**config.mk**
```make
export PLATFORM = sky130hd
export DESIGN_NAME = autotest_top
export DESIGN_NICKNAME = d
export VERILOG_FILES = /design/src/hdl/autotest_pkg.sv /design/src/hdl/storage_op_if.sv /design/src/hdl/autotest_top.sv /design/src/hdl/dut_runner.sv /design/src/hdl/storage_link.sv /design/src/hdl/test_sequencer.sv /design/src/hdl/vector_loader.sv
export VERILOG_INCLUDE_DIRS = /design/src /design/src/hdl
export SDC_FILE = /design/constraint.sdc
export NUM_CORES = 1
export LEC_CHECK = 0
export BUFFER_PORTS_ARGS = -buffer_cell sky130_fd_sc_hd__buf_2
export CORE_MARGIN = 5
export CORE_UTILIZATION = 57
export CTS_CLUSTER_DIAMETER = 40
export DETAILED_ROUTE_END_ITERATION = 10
export HOLD_SLACK_MARGIN = 0.03
export PLACE_DENSITY = 0.79
export SLEW_MARGIN = 10
export SYNTH_ARGS = -nofsm -noshare
export SYNTH_HDL_FRONTEND = slang
export SYNTH_SLANG_ARGS = --single-unit
```
**constraint.sdc**
```tcl
create_clock -name clk -period 3.1 [get_ports clk]
set_input_delay 0.465 -clock clk [delete_from_list [all_inputs] [get_ports clk]]
set_output_delay 0.465 -clock clk [all_outputs]
set_load 0.01 [all_outputs]
```
**src/hdl/autotest_settings.svh**
```systemverilog
// Common constants for the self-test sequencer, included by the RTL and the testbench
`ifndef AUTOTEST_SETTINGS_SVH
`define AUTOTEST_SETTINGS_SVH

// card block geometry
`define AT_BLOCK_BYTES 512
`define AT_START_BLOCK 32'h100000

// marks a valid vector block
`define AT_SIGNATURE 32'hAABBCCDD

// kept short so that simulation of a hung UUT ends quickly
`define AT_TIMEOUT_CYCLES 256

// operands, results, block address and counters
`define AT_WORD_WIDTH 32

// signature, operand a, operand b, expected result
`define AT_RECORD_BYTES 16

`endif

```
**src/hdl/autotest_pkg.sv**
```systemverilog
// Types shared by the self-test sequencer blocks, imported where a module needs them
`default_nettype none

`include "autotest_settings.svh"

package autotest_pkg;

  typedef logic [7:0] byte_t;

  // operations the sequencer asks of the storage link
  typedef enum logic [2:0] {
    OP_RESET      = 3'd0,
    OP_OPEN_READ  = 3'd1,
    OP_READ_BYTE  = 3'd2,
    OP_OPEN_WRITE = 3'd3,
    OP_WRITE_BYTE = 3'd4,
    OP_CLOSE      = 3'd5
  } storage_op_e;

  // last member sits at the lsb, so signature maps onto bytes 0 to 3
  typedef struct packed {
    logic [`AT_WORD_WIDTH-1:0] expected;
    logic [`AT_WORD_WIDTH-1:0] operand_b;
    logic [`AT_WORD_WIDTH-1:0] operand_a;
    logic [`AT_WORD_WIDTH-1:0] signature;
  } vector_fields_t;

  // written byte by byte, read field by field
  typedef union packed {
    byte_t [`AT_RECORD_BYTES-1:0] bytes;
    vector_fields_t               fields;
  } vector_rec_u;

endpackage

`default_nettype wire

```
**src/hdl/storage_op_if.sv**
```systemverilog
// Request channel from the test sequencer to the storage link, four-phase req/ack
`timescale 1ns/100ps
`default_nettype none

interface storage_op_if;
  import autotest_pkg::*;

  logic        op_req;
  storage_op_e op_kind;
  logic        op_ack;
  byte_t       wr_data;
  byte_t       rd_data;

  modport requester (
    output op_req,
    output op_kind,
    output wr_data,
    input  op_ack,
    input  rd_data
  );

  modport link (
    input  op_req,
    input  op_kind,
    input  wr_data,
    output op_ack,
    output rd_data
  );

endinterface

`default_nettype wire

```
**src/hdl/autotest_top.sv**
```systemverilog
// Top level of the self-test sequencer, SPI host and UUT on plain ports
`timescale 1ns/100ps
`default_nettype none

`include "autotest_settings.svh"

module autotest_top (
  input  wire logic                      clk,
  input  wire logic                      rst,
  input  wire logic                      start_i,
  input  wire logic                      spi_busy_i,
  output logic                           spi_rst_o,
  output logic                           spi_r_block_o,
  output logic                           spi_r_byte_o,
  output logic                           spi_w_block_o,
  output logic                           spi_w_byte_o,
  output autotest_pkg::byte_t            spi_data_in_o,
  input  wire autotest_pkg::byte_t       spi_data_out_i,
  output logic [`AT_WORD_WIDTH-1:0]      spi_block_addr_o,
  output logic                           rst_uut_o,
  input  wire logic                      end_uut_i,
  output logic [`AT_WORD_WIDTH-1:0]      operand_a_o,
  output logic [`AT_WORD_WIDTH-1:0]      operand_b_o,
  input  wire logic [`AT_WORD_WIDTH-1:0] result_i,
  output logic [`AT_WORD_WIDTH-1:0]      error_count_o,
  output logic                           done_o
);
  import autotest_pkg::*;

  vector_rec_u               record;
  logic                      sig_ok;
  logic                      load_en;
  logic [3:0]                byte_idx;
  logic                      clear_vec;
  logic                      run_req;
  logic                      run_ack;
  logic [`AT_WORD_WIDTH-1:0] run_result;
  logic [`AT_WORD_WIDTH-1:0] run_cycles;
  logic                      run_timed_out;
  logic                      run_match;
  logic                      clear_errors;

  storage_op_if st_if ();

  storage_link u_link (
    .clk            (clk),
    .rst            (rst),
    .op             (st_if.link),
    .spi_busy_i     (spi_busy_i),
    .spi_rst_o      (spi_rst_o),
    .spi_r_block_o  (spi_r_block_o),
    .spi_r_byte_o   (spi_r_byte_o),
    .spi_w_block_o  (spi_w_block_o),
    .spi_w_byte_o   (spi_w_byte_o),
    .spi_data_in_o  (spi_data_in_o),
    .spi_data_out_i (spi_data_out_i)
  );

  vector_loader u_loader (
    .clk        (clk),
    .rst        (rst),
    .clear_i    (clear_vec),
    .load_en_i  (load_en),
    .byte_idx_i (byte_idx),
    .byte_i     (st_if.rd_data),
    .record_o   (record),
    .sig_ok_o   (sig_ok)
  );

  dut_runner u_runner (
    .clk            (clk),
    .rst            (rst),
    .clear_errors_i (clear_errors),
    .run_req_i      (run_req),
    .run_ack_o      (run_ack),
    .expected_i     (record.fields.expected),
    .rst_uut_o      (rst_uut_o),
    .end_uut_i      (end_uut_i),
    .result_i       (result_i),
    .result_o       (run_result),
    .cycles_o       (run_cycles),
    .timed_out_o    (run_timed_out),
    .match_o        (run_match),
    .error_count_o  (error_count_o)
  );

  test_sequencer u_seq (
    .clk              (clk),
    .rst              (rst),
    .start_i          (start_i),
    .st               (st_if.requester),
    .spi_block_addr_o (spi_block_addr_o),
    .load_en_o        (load_en),
    .byte_idx_o       (byte_idx),
    .clear_vec_o      (clear_vec),
    .sig_ok_i         (sig_ok),
    .run_req_o        (run_req),
    .run_ack_i        (run_ack),
    .result_i         (run_result),
    .cycles_i         (run_cycles),
    .match_i          (run_match),
    .timed_out_i      (run_timed_out),
    .clear_errors_o   (clear_errors),
    .done_o           (done_o)
  );

  assign operand_a_o = record.fields.operand_a;
  assign operand_b_o = record.fields.operand_b;

endmodule

`default_nettype wire

```
**src/hdl/dut_runner.sv**
```systemverilog
// Releases the UUT from reset for one run, times it and scores its result
`timescale 1ns/100ps
`default_nettype none

`include "autotest_settings.svh"

module dut_runner (
  input  wire logic                      clk,
  input  wire logic                      rst,
  input  wire logic                      clear_errors_i,
  input  wire logic                      run_req_i,
  output logic                           run_ack_o,
  input  wire logic [`AT_WORD_WIDTH-1:0] expected_i,
  output logic                           rst_uut_o,
  input  wire logic                      end_uut_i,
  input  wire logic [`AT_WORD_WIDTH-1:0] result_i,
  output logic [`AT_WORD_WIDTH-1:0]      result_o,
  output logic [`AT_WORD_WIDTH-1:0]      cycles_o,
  output logic                           timed_out_o,
  output logic                           match_o,
  output logic [`AT_WORD_WIDTH-1:0]      error_count_o
);

  localparam logic [1:0] S_IDLE = 2'd0;
  localparam logic [1:0] S_RUN  = 2'd1;
  localparam logic [1:0] S_ACK  = 2'd2;

  logic [1:0] state_q;
  logic       timeout;
  logic       run_end;
  logic       same;

  assign timeout = (cycles_o >= `AT_TIMEOUT_CYCLES);
  assign run_end = (state_q == S_RUN) && (end_uut_i || timeout);
  assign same    = (result_i == expected_i);

  always_ff @(posedge clk) begin
    if (rst) begin
      state_q       <= S_IDLE;
      rst_uut_o     <= 1'b1;
      cycles_o      <= '0;
      timed_out_o   <= 1'b0;
      match_o       <= 1'b0;
      error_count_o <= '0;
    end else begin
      case (state_q)
        S_IDLE: begin
          if (run_req_i) begin
            state_q   <= S_RUN;
            rst_uut_o <= 1'b0;
            cycles_o  <= '0;
          end
        end
        S_RUN: begin
          if (run_end) begin
            state_q     <= S_ACK;
            rst_uut_o   <= 1'b1;
            timed_out_o <= !end_uut_i;
            match_o     <= same;
          end else begin
            cycles_o <= cycles_o + 1'b1;
          end
        end
        S_ACK:   if (!run_req_i) state_q <= S_IDLE;
        default: state_q <= S_IDLE;
      endcase

      // a hung UUT is an error even if its output happens to match
      if (clear_errors_i) begin
        error_count_o <= '0;
      end else if (run_end && (!same || !end_uut_i)) begin
        error_count_o <= error_count_o + 1'b1;
      end
    end
  end

  always_ff @(posedge clk) begin
    if (run_end) begin
      result_o <= result_i;
    end
  end

  assign run_ack_o = (state_q == S_ACK);

endmodule

`default_nettype wire

```
**src/hdl/storage_link.sv**
```systemverilog
// Runs one storage operation at a time against the SPI host busy protocol
`timescale 1ns/100ps
`default_nettype none

module storage_link (
  input  wire logic                clk,
  input  wire logic                rst,
  storage_op_if.link               op,
  input  wire logic                spi_busy_i,
  output logic                     spi_rst_o,
  output logic                     spi_r_block_o,
  output logic                     spi_r_byte_o,
  output logic                     spi_w_block_o,
  output logic                     spi_w_byte_o,
  output autotest_pkg::byte_t      spi_data_in_o,
  input  wire autotest_pkg::byte_t spi_data_out_i
);
  import autotest_pkg::*;

  localparam logic [2:0] S_IDLE     = 3'd0;
  localparam logic [2:0] S_STROBE   = 3'd1;
  localparam logic [2:0] S_WAIT_LOW = 3'd2;
  localparam logic [2:0] S_SETTLE   = 3'd3;
  localparam logic [2:0] S_ACK      = 3'd4;

  logic [2:0] state_q;
  logic       r_mode_q;
  logic       w_mode_q;
  logic       strobing;
  byte_t      rd_q;
  byte_t      wr_q;

  always_ff @(posedge clk) begin
    if (rst) begin
      state_q  <= S_IDLE;
      r_mode_q <= 1'b0;
      w_mode_q <= 1'b0;
    end else begin
      case (state_q)
        S_IDLE: begin
          if (op.op_req) begin
            state_q <= S_STROBE;
            case (op.op_kind)
              OP_OPEN_READ:  r_mode_q <= 1'b1;
              OP_OPEN_WRITE: w_mode_q <= 1'b1;
              OP_RESET: begin
                r_mode_q <= 1'b0;
                w_mode_q <= 1'b0;
              end
              // no strobe, only let the host finish the block
              OP_CLOSE: begin
                r_mode_q <= 1'b0;
                w_mode_q <= 1'b0;
                state_q  <= S_WAIT_LOW;
              end
              default: ;
            endcase
          end
        end
        S_STROBE:   if (spi_busy_i) state_q <= S_WAIT_LOW;
        S_WAIT_LOW: if (!spi_busy_i) state_q <= S_SETTLE;
        S_SETTLE:   state_q <= S_ACK;
        S_ACK:      if (!op.op_req) state_q <= S_IDLE;
        default:    state_q <= S_IDLE;
      endcase
    end
  end

  always_ff @(posedge clk) begin
    if (state_q == S_IDLE && op.op_req) begin
      wr_q <= op.wr_data;
    end
    // host data is valid once busy has dropped
    if (state_q == S_WAIT_LOW && !spi_busy_i && op.op_kind == OP_READ_BYTE) begin
      rd_q <= spi_data_out_i;
    end
  end

  assign strobing = (state_q == S_STROBE);

  assign spi_rst_o     = strobing && (op.op_kind == OP_RESET);
  assign spi_r_byte_o  = strobing && (op.op_kind == OP_READ_BYTE);
  assign spi_w_byte_o  = strobing && (op.op_kind == OP_WRITE_BYTE);
  // block levels double as the open strobes
  assign spi_r_block_o = r_mode_q;
  assign spi_w_block_o = w_mode_q;
  assign spi_data_in_o = wr_q;

  assign op.op_ack  = (state_q == S_ACK);
  assign op.rd_data = rd_q;

endmodule

`default_nettype wire

```
**src/hdl/test_sequencer.sv**
```systemverilog
// Main control of the self-test session: read a vector block, run it, write the record
`timescale 1ns/100ps
`default_nettype none

`include "autotest_settings.svh"

module test_sequencer (
  input  wire logic                      clk,
  input  wire logic                      rst,
  input  wire logic                      start_i,
  storage_op_if.requester                st,
  output logic [`AT_WORD_WIDTH-1:0]      spi_block_addr_o,
  output logic                           load_en_o,
  output logic [3:0]                     byte_idx_o,
  output logic                           clear_vec_o,
  input  wire logic                      sig_ok_i,
  output logic                           run_req_o,
  input  wire logic                      run_ack_i,
  input  wire logic [`AT_WORD_WIDTH-1:0] result_i,
  input  wire logic [`AT_WORD_WIDTH-1:0] cycles_i,
  input  wire logic                      match_i,
  input  wire logic                      timed_out_i,
  output logic                           clear_errors_o,
  output logic                           done_o
);
  import autotest_pkg::*;

  localparam int CNT_W = $clog2(`AT_BLOCK_BYTES);

  localparam logic [3:0] S_IDLE       = 4'd0;
  localparam logic [3:0] S_RESET_HOST = 4'd1;
  localparam logic [3:0] S_OPEN_RD    = 4'd2;
  localparam logic [3:0] S_READ       = 4'd3;
  localparam logic [3:0] S_CLOSE_RD   = 4'd4;
  localparam logic [3:0] S_CHECK      = 4'd5;
  localparam logic [3:0] S_RUN        = 4'd6;
  localparam logic [3:0] S_OPEN_WR    = 4'd7;
  localparam logic [3:0] S_WRITE      = 4'd8;
  localparam logic [3:0] S_CLOSE_WR   = 4'd9;

  // record status byte
  localparam byte_t STAT_MISMATCH = 8'h00;
  localparam byte_t STAT_MATCH    = 8'h01;
  localparam byte_t STAT_TIMEOUT  = 8'h02;

  logic [3:0]       state_q;
  logic [CNT_W-1:0] byte_cnt_q;
  logic             req_q;
  logic             op_state;
  logic             op_done;
  logic             last_byte;
  byte_t            status;
  byte_t            wr_byte;

  assign op_state  = state_q inside {S_RESET_HOST, S_OPEN_RD, S_READ, S_CLOSE_RD,
                                     S_OPEN_WR, S_WRITE, S_CLOSE_WR};
  assign op_done   = req_q && st.op_ack;
  assign last_byte = (byte_cnt_q == CNT_W'(`AT_BLOCK_BYTES - 1));

  always_ff @(posedge clk) begin
    if (rst) begin
      state_q          <= S_IDLE;
      byte_cnt_q       <= '0;
      req_q            <= 1'b0;
      run_req_o        <= 1'b0;
      done_o           <= 1'b0;
      spi_block_addr_o <= `AT_START_BLOCK;
    end else begin
      // next request only once the link has dropped its ack
      if (op_state && !req_q && !st.op_ack) req_q <= 1'b1;
      if (op_done) req_q <= 1'b0;

      case (state_q)
        S_IDLE: begin
          if (start_i) begin
            done_o           <= 1'b0;
            spi_block_addr_o <= `AT_START_BLOCK;
            state_q          <= S_RESET_HOST;
          end
        end
        S_RESET_HOST: if (op_done) state_q <= S_OPEN_RD;
        S_OPEN_RD, S_OPEN_WR: begin
          if (op_done) begin
            byte_cnt_q <= '0;
            state_q    <= (state_q == S_OPEN_RD) ? S_READ : S_WRITE;
          end
        end
        S_READ, S_WRITE: begin
          if (op_done) begin
            byte_cnt_q <= byte_cnt_q + 1'b1;
            if (last_byte) state_q <= (state_q == S_READ) ? S_CLOSE_RD : S_CLOSE_WR;
          end
        end
        S_CLOSE_RD: if (op_done) state_q <= S_CHECK;
        S_CHECK: begin
          if (sig_ok_i) begin
            run_req_o <= 1'b1;
            state_q   <= S_RUN;
          end else begin
            done_o  <= 1'b1;
            state_q <= S_IDLE;
          end
        end
        S_RUN: begin
          if (run_ack_i) begin
            run_req_o <= 1'b0;
            state_q   <= S_OPEN_WR;
          end
        end
        S_CLOSE_WR: begin
          if (op_done) begin
            spi_block_addr_o <= spi_block_addr_o + 1'b1;
            state_q          <= S_OPEN_RD;
          end
        end
        default: state_q <= S_IDLE;
      endcase
    end
  end

  always_comb begin
    case (state_q)
      S_RESET_HOST: st.op_kind = OP_RESET;
      S_OPEN_RD:    st.op_kind = OP_OPEN_READ;
      S_READ:       st.op_kind = OP_READ_BYTE;
      S_OPEN_WR:    st.op_kind = OP_OPEN_WRITE;
      S_WRITE:      st.op_kind = OP_WRITE_BYTE;
      default:      st.op_kind = OP_CLOSE;
    endcase
  end

  assign status = timed_out_i ? STAT_TIMEOUT : (match_i ? STAT_MATCH : STAT_MISMATCH);

  // result, cycle count, status, then zero fill
  always_comb begin
    wr_byte = '0;
    if (byte_cnt_q < 4) begin
      wr_byte = result_i[{byte_cnt_q[1:0], 3'b000} +: 8];
    end else if (byte_cnt_q < 8) begin
      wr_byte = cycles_i[{byte_cnt_q[1:0], 3'b000} +: 8];
    end else if (byte_cnt_q == 8) begin
      wr_byte = status;
    end
  end

  assign st.op_req  = req_q;
  assign st.wr_data = wr_byte;

  assign load_en_o      = (state_q == S_READ) && op_done && (byte_cnt_q < `AT_RECORD_BYTES);
  assign byte_idx_o     = byte_cnt_q[3:0];
  assign clear_vec_o    = (state_q == S_OPEN_RD);
  assign clear_errors_o = (state_q == S_IDLE) && start_i;

endmodule

`default_nettype wire

```
**src/hdl/vector_loader.sv**
```systemverilog
// Assembles the first bytes of a card block into the vector record and checks it
`timescale 1ns/100ps
`default_nettype none

`include "autotest_settings.svh"

module vector_loader (
  input  wire logic                clk,
  input  wire logic                rst,
  input  wire logic                clear_i,
  input  wire logic                load_en_i,
  input  wire logic [3:0]          byte_idx_i,
  input  wire autotest_pkg::byte_t byte_i,
  output autotest_pkg::vector_rec_u record_o,
  output logic                     sig_ok_o
);

  // emptied before each block so a short read cannot reuse old data
  always_ff @(posedge clk) begin
    if (rst || clear_i) begin
      record_o <= '0;
    end else if (load_en_i) begin
      record_o.bytes[byte_idx_i] <= byte_i;
    end
  end

  assign sig_ok_o = (record_o.fields.signature == `AT_SIGNATURE);

endmodule

`default_nettype wire

```
== Word-level counts from Yosys, hierarchy flattened ==
Cells that the tools add are included.

* Add/subtract/negate cells: 4
* $mul: 0
* Div/mod/pow operators: 0
* Order comparisons: 6
* Eq/ne operators: 42
* Shift-type cells: 2
* Multiplexer cells: 50
* Bitwise logic cells: 0
* Reduce and logical (&&, ||, !) cells: 53

{| class="wikitable"
|+ Operators with widths
! cell !! number
|-
| bitwise mux 128 bit || 1
|-
| two-way mux 32 bit || 4
|-
| case mux 32 bit (2 select lines) || 2
|-
| adder 32 x 1 -> 32 bit (second input constant) || 3
|-
| variable part select 32 x 6 -> 8 bit || 2
|-
| two-way mux 8 bit || 5
|-
| two-way mux 4 bit || 9
|-
| demux 8 bit (select 4 bit) || 1
|-
| equality test 32 bit || 1
|-
| equality test 32 bit (second input constant) || 1
|-
| greater-or-equal comparator 32 x 9 -> 1 bit (second input constant) || 1
|-
| case mux 3 bit (5 select lines) || 2
|-
| case mux 4 bit (7 select lines) || 1
|-
| AND reduction 3 bit || 9
|-
| two-way mux 9 bit || 2
|-
| inequality test 2 x 1 -> 1 bit (second input constant) || 9
|-
| inequality test 2 bit (second input constant) || 9
|-
| case mux 9 bit (2 select lines) || 1
|-
| equality test 4 x 3 -> 1 bit (second input constant) || 4
|-
| logical AND 1 bit || 15
|-
| two-way mux 3 bit || 5
|-
| nonzero test 2 bit || 7
|-
| equality test 3 x 2 -> 1 bit (second input constant) || 4
|-
| OR reduction 2 bit || 6
|-
| other kinds (28) || 53
|}

* Flip-flop bits (word level): 298
* Latch bits: 0
* RAM bits: 0
* Memory bits (read-only): 0
* Input port bits: 45
* Output and inout bits: 143
* Word-level logic and storage cells: 176
* Memories: 0

== Depth between registers and ports, before layout ==
* Word-level depth: 6
* Depth in mapped cells: 14
* Depth with buffers taken out: 11

== Cells and area by module ==
From an unflattened synthesis, not the netlist that was laid out.

* Cells, all modules: 1301
* Area total of the unflattened synthesis: 13252.7 um^2

{| class="wikitable"
|+ By module, submodules not included
! module !! times used !! cells each !! area each (um^2)
|-
| vector_loader || 1 || 456 || 4923.5
|-
| dut_runner || 1 || 432 || 4410.5
|-
| test_sequencer || 1 || 360 || 3134.3
|-
| storage_link || 1 || 53 || 784.5
|}

== Worst setup path after synthesis ==
Ideal clock, no wire load.

* Path kind: input to register
* Start point: in end_uut_i
* End point: reg u_runner.error_count_o[20]
* Library setup time: 70 ps
* Arrival: 2602 ps
* Required time: 3030 ps
* Slack: 428 ps
* Cell stages on the path: 8
* Buffers on the path: 1
* Path through: nor4_1 nand4_1 o21ai_1 inv_1 o31ai_4 clkbuf_1 or4_1 a21oi_1

* Word-level cells in the longest chain between the ends: 3
* Elaborated cells between the ends (all ways): 5

{| class="wikitable"
|+ RTL lines
! what !! RTL line !! RTL
|-
| from (decl) || autotest_top.sv:21 || <nowiki>input wire logic end_uut_i,</nowiki>
|-
| logical OR 1 bit || dut_runner.sv:34 || <nowiki>assign run_end = (state_q == S_RUN) && (end_uut_i || timeout);</nowiki>
|-
| logical AND 1 bit || dut_runner.sv:34 ||
|-
| net u_runner.run_end || dut_runner.sv:30 || <nowiki>logic run_end;</nowiki>
|-
| logical AND 1 bit || dut_runner.sv:71 || <nowiki>end else if (run_end && (!same || !end_uut_i)) begin</nowiki>
|-
| to (signal assigned) || dut_runner.sv:72 || <nowiki>error_count_o <= error_count_o + 1'b1;</nowiki>
|-
| to (decl) || dut_runner.sv:21 || <nowiki>output logic [`AT_WORD_WIDTH-1:0] error_count_o</nowiki>
|}

The timed path passes the listed nets, and every way through them passes these cells.
A chain may end at the register's enable or synchronous reset.

== Worst setup path after layout ==
* Start point: reg u_seq.byte_cnt_q[3]
* End point: reg u_seq.state_q[2]

* Word-level cells in the longest chain between the ends: 3

{| class="wikitable"
|+ RTL lines
! what !! RTL line !! RTL
|-
| from (decl) || test_sequencer.sv:47 || <nowiki>logic [CNT_W-1:0] byte_cnt_q;</nowiki>
|-
| from (signal assigned) || test_sequencer.sv:90 || <nowiki>byte_cnt_q <= byte_cnt_q + 1'b1;</nowiki>
|-
| equality test 9 bit || test_sequencer.sv:58 || <nowiki>assign last_byte = (byte_cnt_q == CNT_W'(`AT_BLOCK_BYTES - 1));</nowiki>
|-
| inequality test 2 x 1 -> 1 bit (no line) || -- ||
|-
| AND reduction 7 bit (no line) || -- ||
|-
| to (signal assigned) || test_sequencer.sv:85 || <nowiki>state_q <= (state_q == S_OPEN_RD) ? S_READ : S_WRITE;</nowiki>
|-
| to (signal assigned) || test_sequencer.sv:91 || <nowiki>if (last_byte) state_q <= (state_q == S_READ) ? S_CLOSE_RD : S_CLOSE_WR;</nowiki>
|-
| to (decl) || test_sequencer.sv:46 || <nowiki>logic [3:0] state_q;</nowiki>
|}

No other way between the ends.

==> impl_metrics.prom <==
# TYPE chip_impl_metric gauge
chip_impl_info{name="root_buffer",value="sky130_fd_sc_hd__clkbuf_16"} 1
chip_impl_metric{name="cts.clk_slew.worst_paths",unit="ns"} 0.06
chip_impl_metric{name="instance_count_after_placement_with_tap_cells_included",unit=""} 1835
chip_impl_info{name="worstSetupStartpoint",value="u_seq.byte_cnt_q[3]$_SDFFE_PP0P_"} 1
chip_impl_info{name="grt_setup_unrepaired",value="no"} 1
chip_impl_metric{name="crit_buf_inv",unit=""} 0
chip_impl_metric{name="count_of_synthesis_stage_warnings_from_yosys",unit=""} 0
chip_impl_metric{name="finalSetupViolations",unit=""} 0
chip_impl_metric{name="number_of_enable_type_register_cells_in_the_synthesized_netlist",unit=""} 48
chip_impl_info{name="setup.worst_path.end_class",value="flip-flop"} 1
chip_impl_metric{name="post_synth_num_cell_types",unit=""} 69
chip_impl_metric{name="dr_total_vias",unit=""} 11118
chip_impl_metric{name="grt_usage",unit="%"} 24.8
chip_impl_info{name="criticalPathCategory",value="reg2reg"} 1
chip_impl_metric{name="hold_viol_final",unit=""} 0
chip_impl_metric{name="final.min_clock_period",unit="ns"} 2.54
chip_impl_metric{name="htree_num_levels",unit=""} 2
chip_impl_metric{name="reg2reg_slack",unit="ns"} 0.56
chip_impl_metric{name="initial_core_util",unit="%"} 57.9
chip_impl_metric{name="ys_seq_area_share",unit="%"} 49.0
chip_impl_metric{name="total_leakage_power",unit="nW"} 5.50
chip_impl_metric{name="rr_worst_depth",unit=""} 11
chip_impl_metric{name="worst_ep_arrival_time",unit="ns"} 2.96
chip_impl_metric{name="power.density_cell_area",unit="nW/µm²"} 620
chip_impl_metric{name="utilization",unit="%"} 67.2
chip_impl_metric{name="timing.critical_path.fanout_max",unit=""} 7
chip_impl_metric{name="floorplan.die_area",unit="µm²"} 26200
chip_impl_metric{name="placement.io_buffers",unit=""} 187
chip_impl_metric{name="grt_pass1_wl",unit="µm"} 54000
chip_impl_info{name="cpMostUsedCell",value="sky130_fd_sc_hd__and3_1"} 1
chip_impl_metric{name="skew",unit="ns"} 0.0272
chip_impl_metric{name="asyncSetResetFlopFracSynth",unit="%"} 0
chip_impl_metric{name="mappedNetlistArea",unit="µm²"} 13100
chip_impl_info{name="netlist_top_cells_area",value="sky130_fd_sc_hd__dfxtp_1, sky130_fd_sc_hd__edfxtp_1, sky130_fd_sc_hd__nand2_1, sky130_fd_sc_hd__a21oi_1, sky130_fd_sc_hd__buf_4"} 1
chip_impl_metric{name="cts_hold_buf",unit=""} 0
chip_impl_info{name="hold_path_end",value="u_link.op.rd_data[4]$_DFFE_PP_"} 1
chip_impl_metric{name="grt.overflow.total",unit=""} 0
chip_impl_metric{name="cts_setup_buffers",unit=""} 0
chip_impl_metric{name="worst_pin_slew",unit="ns"} 0.942
chip_impl_metric{name="first_global_vias",unit=""} 10361
chip_impl_metric{name="wl_per_cell",unit="µm"} 17.8
chip_impl_info{name="critical-path-top-delay-family",value="simple AND/OR/NAND/NOR gates"} 1
chip_impl_info{name="yosysMostFrequentCell",value="sky130_fd_sc_hd__nand2_1"} 1
chip_impl_metric{name="die_x",unit="µm"} 162
chip_impl_metric{name="drive_gt1_share",unit="%"} 19.6
chip_impl_metric{name="final_replace_weighted_congestion",unit=""} 0.872
chip_impl_metric{name="detail_route.iter0.violations",unit=""} 919
chip_impl_info{name="rr_endpoint",value="u_seq.state_q[2]$_SDFFE_PP0P_"} 1
chip_impl_info{name="hold_path.startpoint",value="spi_data_out_i[4]"} 1
chip_impl_metric{name="cts_max_path_buffers",unit=""} 3
chip_impl_info{name="yosys_most_used_dff",value="sky130_fd_sc_hd__dfxtp_1"} 1
chip_impl_metric{name="grt_start_max_net_pins",unit=""} 61
chip_impl_metric{name="number_of_max_capacitance_violations_reported",unit=""} 0
chip_impl_metric{name="cts-resized-gates",unit=""} 0
chip_impl_metric{name="min_delay_path_depth",unit=""} 1
chip_impl_metric{name="dp.final_hpwl",unit="µm"} 22900
chip_impl_metric{name="fin_crit_sh",unit="%"} 82.1
chip_impl_info{name="status",value="complete, no violations"} 1
chip_impl_info{name="worstSetupStartpointType",value="flip-flop"} 1
chip_impl_metric{name="dieHeight",unit="µm"} 162
chip_impl_metric{name="area.growth.synth_to_final",unit="%"} 16.1
chip_impl_metric{name="fmaxAchievable",unit="MHz"} 393
chip_impl_metric{name="cpPeakStageDelay",unit="ns"} 0.38
chip_impl_info{name="cts_tree",value="built"} 1
chip_impl_metric{name="drv_slew",unit=""} 0
chip_impl_metric{name="num_io_pins",unit=""} 188
chip_impl_metric{name="cts_made_buffers",unit=""} 40
chip_impl_info{name="post-synth-top-area-cell",value="sky130_fd_sc_hd__dfxtp_1"} 1
chip_impl_metric{name="totalPowerFinal",unit="W"} 0.00947
chip_impl_info{name="synth_common_cells",value="sky130_fd_sc_hd__nand2_1, sky130_fd_sc_hd__dfxtp_1, sky130_fd_sc_hd__a21oi_1, sky130_fd_sc_hd__nor2_1, sky130_fd_sc_hd__buf_4"} 1
chip_impl_metric{name="finalNetCount",unit=""} 1646
chip_impl_metric{name="placement_rows",unit=""} 55
chip_impl_metric{name="post_synth.cell_area_avg",unit="µm²"} 8.89
chip_impl_metric{name="fin_setup_tns",unit="ns"} 0
chip_impl_metric{name="detailedRoute.firstPassIterationCount",unit=""} 5
chip_impl_metric{name="synthesis.nets",unit=""} 1532
chip_impl_metric{name="post_synth_inst_count",unit=""} 1478
chip_impl_metric{name="numClockSinks",unit=""} 298
chip_impl_info{name="hold_path.class",value="in2reg"} 1
chip_impl_metric{name="drc",unit=""} 0
chip_impl_info{name="beginning_of_the_worst_register_to_register_path",value="u_seq.byte_cnt_q[3]$_SDFFE_PP0P_"} 1
chip_impl_metric{name="antenna_violations_before_repair",unit=""} 5
chip_impl_metric{name="core",unit="µm²"} 22700
chip_impl_metric{name="vdd_drop_max",unit="mV"} 0.377
chip_impl_metric{name="timing.max_slew.rel_slack",unit="%"} 37.2
chip_impl_metric{name="synth_top_cell_area_share",unit="%"} 38.1
chip_impl_metric{name="cp_data_required_time",unit="ns"} 3.51
chip_impl_metric{name="preCtsSetupSlack",unit="ns"} 0.514
chip_impl_metric{name="vias_per_cell",unit=""} 5.81
chip_impl_info{name="slowest_stage",value="sky130_fd_sc_hd__and2_0"} 1
chip_impl_metric{name="instances_no_fill",unit=""} 1914
chip_impl_metric{name="synth_seq_cells",unit=""} 298
chip_impl_metric{name="final_antenna_net_count",unit=""} 0
chip_impl_info{name="crit_chain",value="and2_0 > and3_1 > nand2_1 > nor2_1 > ha_1 > mux2i_1 > a32oi_1 > o21a_1 > and3_1 > a31oi_1 > a311oi_1"} 1
chip_impl_metric{name="worst_skew_pair.late_latency",unit="ns"} 0.53
chip_impl_metric{name="timing.final.ws_setup",unit="ns"} 0.555
chip_impl_metric{name="drt_wl_total",unit="µm"} 34000
==> final cells by class <==
type / count / area (µm²)
Clock inverter: 18 / 226
Timing Repair Buffer: 206 / 1120
Inverter: 19 / 71.3
Fill cell: 1795 / 7440
Multi-Input combinational cell: 1027 / 5880
Clock buffer: 56 / 1160
Antenna cell: 5 / 12.5
Sequential cell: 298 / 6450
Tap cell: 285 / 357
==> worst reg2reg max path: cells and delay by family (launching register included) <==
family	cells	cell delay, ns
AO/OA/AOI/OAI	4	0.68
AND/OR/NAND/NOR	5	1.13
flip-flops	1	0.32
adder cells (fa/ha/maj)	1	0.21
multiplexers	1	0.09
==> sequential cells by signal (all words and copies together) (netlist names), 2 cells and up <==
name and cells:
u_loader.record_o 128, u_runner.cycles_o 32, u_runner.error_count_o 32, u_runner.result_o 32
u_seq.spi_block_addr_o 32, u_seq.byte_cnt_q 9, u_link.op.rd_data 8, u_link.spi_data_in_o 8
u_seq.state_q 4, u_link.state_q 3, u_runner.state_q 2
==> routing by layer <==
metal  track usage (%)  vias up  wire length [µm]
li1                  -     5321                 -
met1              32.5     5284             14100
met2              41.3      437             16300
met3              5.07       76              2680
met4              8.27        0               893
met5                 0        -                 0
==> power breakdown <==
part | switching (W) | total, W | internal [W]
clock network | 0.00171 | 0.00468 | 0.00297
logic | 0.000470 | 0.000720 | 0.000250
registers | 0.0000649 | 0.00407 | 0.00400
total | 0.00225 | 0.00947 | 0.00722
==> cell families (layout without fill, tap and decap cells) <==
family / after synthesis / after routing / share of synthesized area, %
other: 0 / 5 / 0
muxes: 16 / 16 / 2.55
AOI/OAI and AO/OA: 269 / 269 / 11.8
DFF: 298 / 298 / 49.0
and+or+nand+nor: 661 / 661 / 24.6
xor gates and xnor gates: 72 / 72 / 4.80
buffers and inverters: 153 / 299 / 6.38
adders and majority gates: 9 / 9 / 0.857
==> cells in the final DEF (no fill, tap or decap), types with 20 or more instances in the layout <==
cell	count
sky130_fd_sc_hd__nor2_1	81
sky130_fd_sc_hd__clkbuf_16	43
sky130_fd_sc_hd__nand4_1	38
sky130_fd_sc_hd__nand2_1	331
sky130_fd_sc_hd__xnor2_1	50
sky130_fd_sc_hd__or4_1	20
sky130_fd_sc_hd__buf_2	187
sky130_fd_sc_hd__o21ai_0	26
sky130_fd_sc_hd__dfxtp_1	250
sky130_fd_sc_hd__nand3_1	30
sky130_fd_sc_hd__edfxtp_1	48
sky130_fd_sc_hd__a21oi_1	177
sky130_fd_sc_hd__and2_1	25
sky130_fd_sc_hd__xor2_1	22
sky130_fd_sc_hd__or3_1	22
==> worst max path at each step <==
stage	endpoint	slack, ns	cells past startpoint
2_1_floorplan	u_runner.error_count_o[20]$_SDFFE_PP0P_	0.43	8
3_3_place_gp	u_runner.error_count_o[15]$_SDFFE_PP0P_	0.59	7
3_5_place_dp	u_runner.error_count_o[14]$_SDFFE_PP0P_	0.51	7
4_1_cts	u_seq.state_q[2]$_SDFFE_PP0P_	0.57	11
5_1_grt	u_seq.state_q[2]$_SDFFE_PP0P_	0.32	11
6_report	u_seq.state_q[2]$_SDFFE_PP0P_	0.56	11
==> per-stage QoR <==
| stage | cell area (µm²) | hold slack, ns |
|---|---|---|
| global placement | 13900 | 0.433 |
| floorplan | 13100 | 0.427 |
| detailed placement | 13900 | 0.440 |
| CTS | 15300 | 0.113 |
| global route | 15300 | 0.113 |
| finish | 15300 | 0.125 |
(Power assumes the default switching activity.)
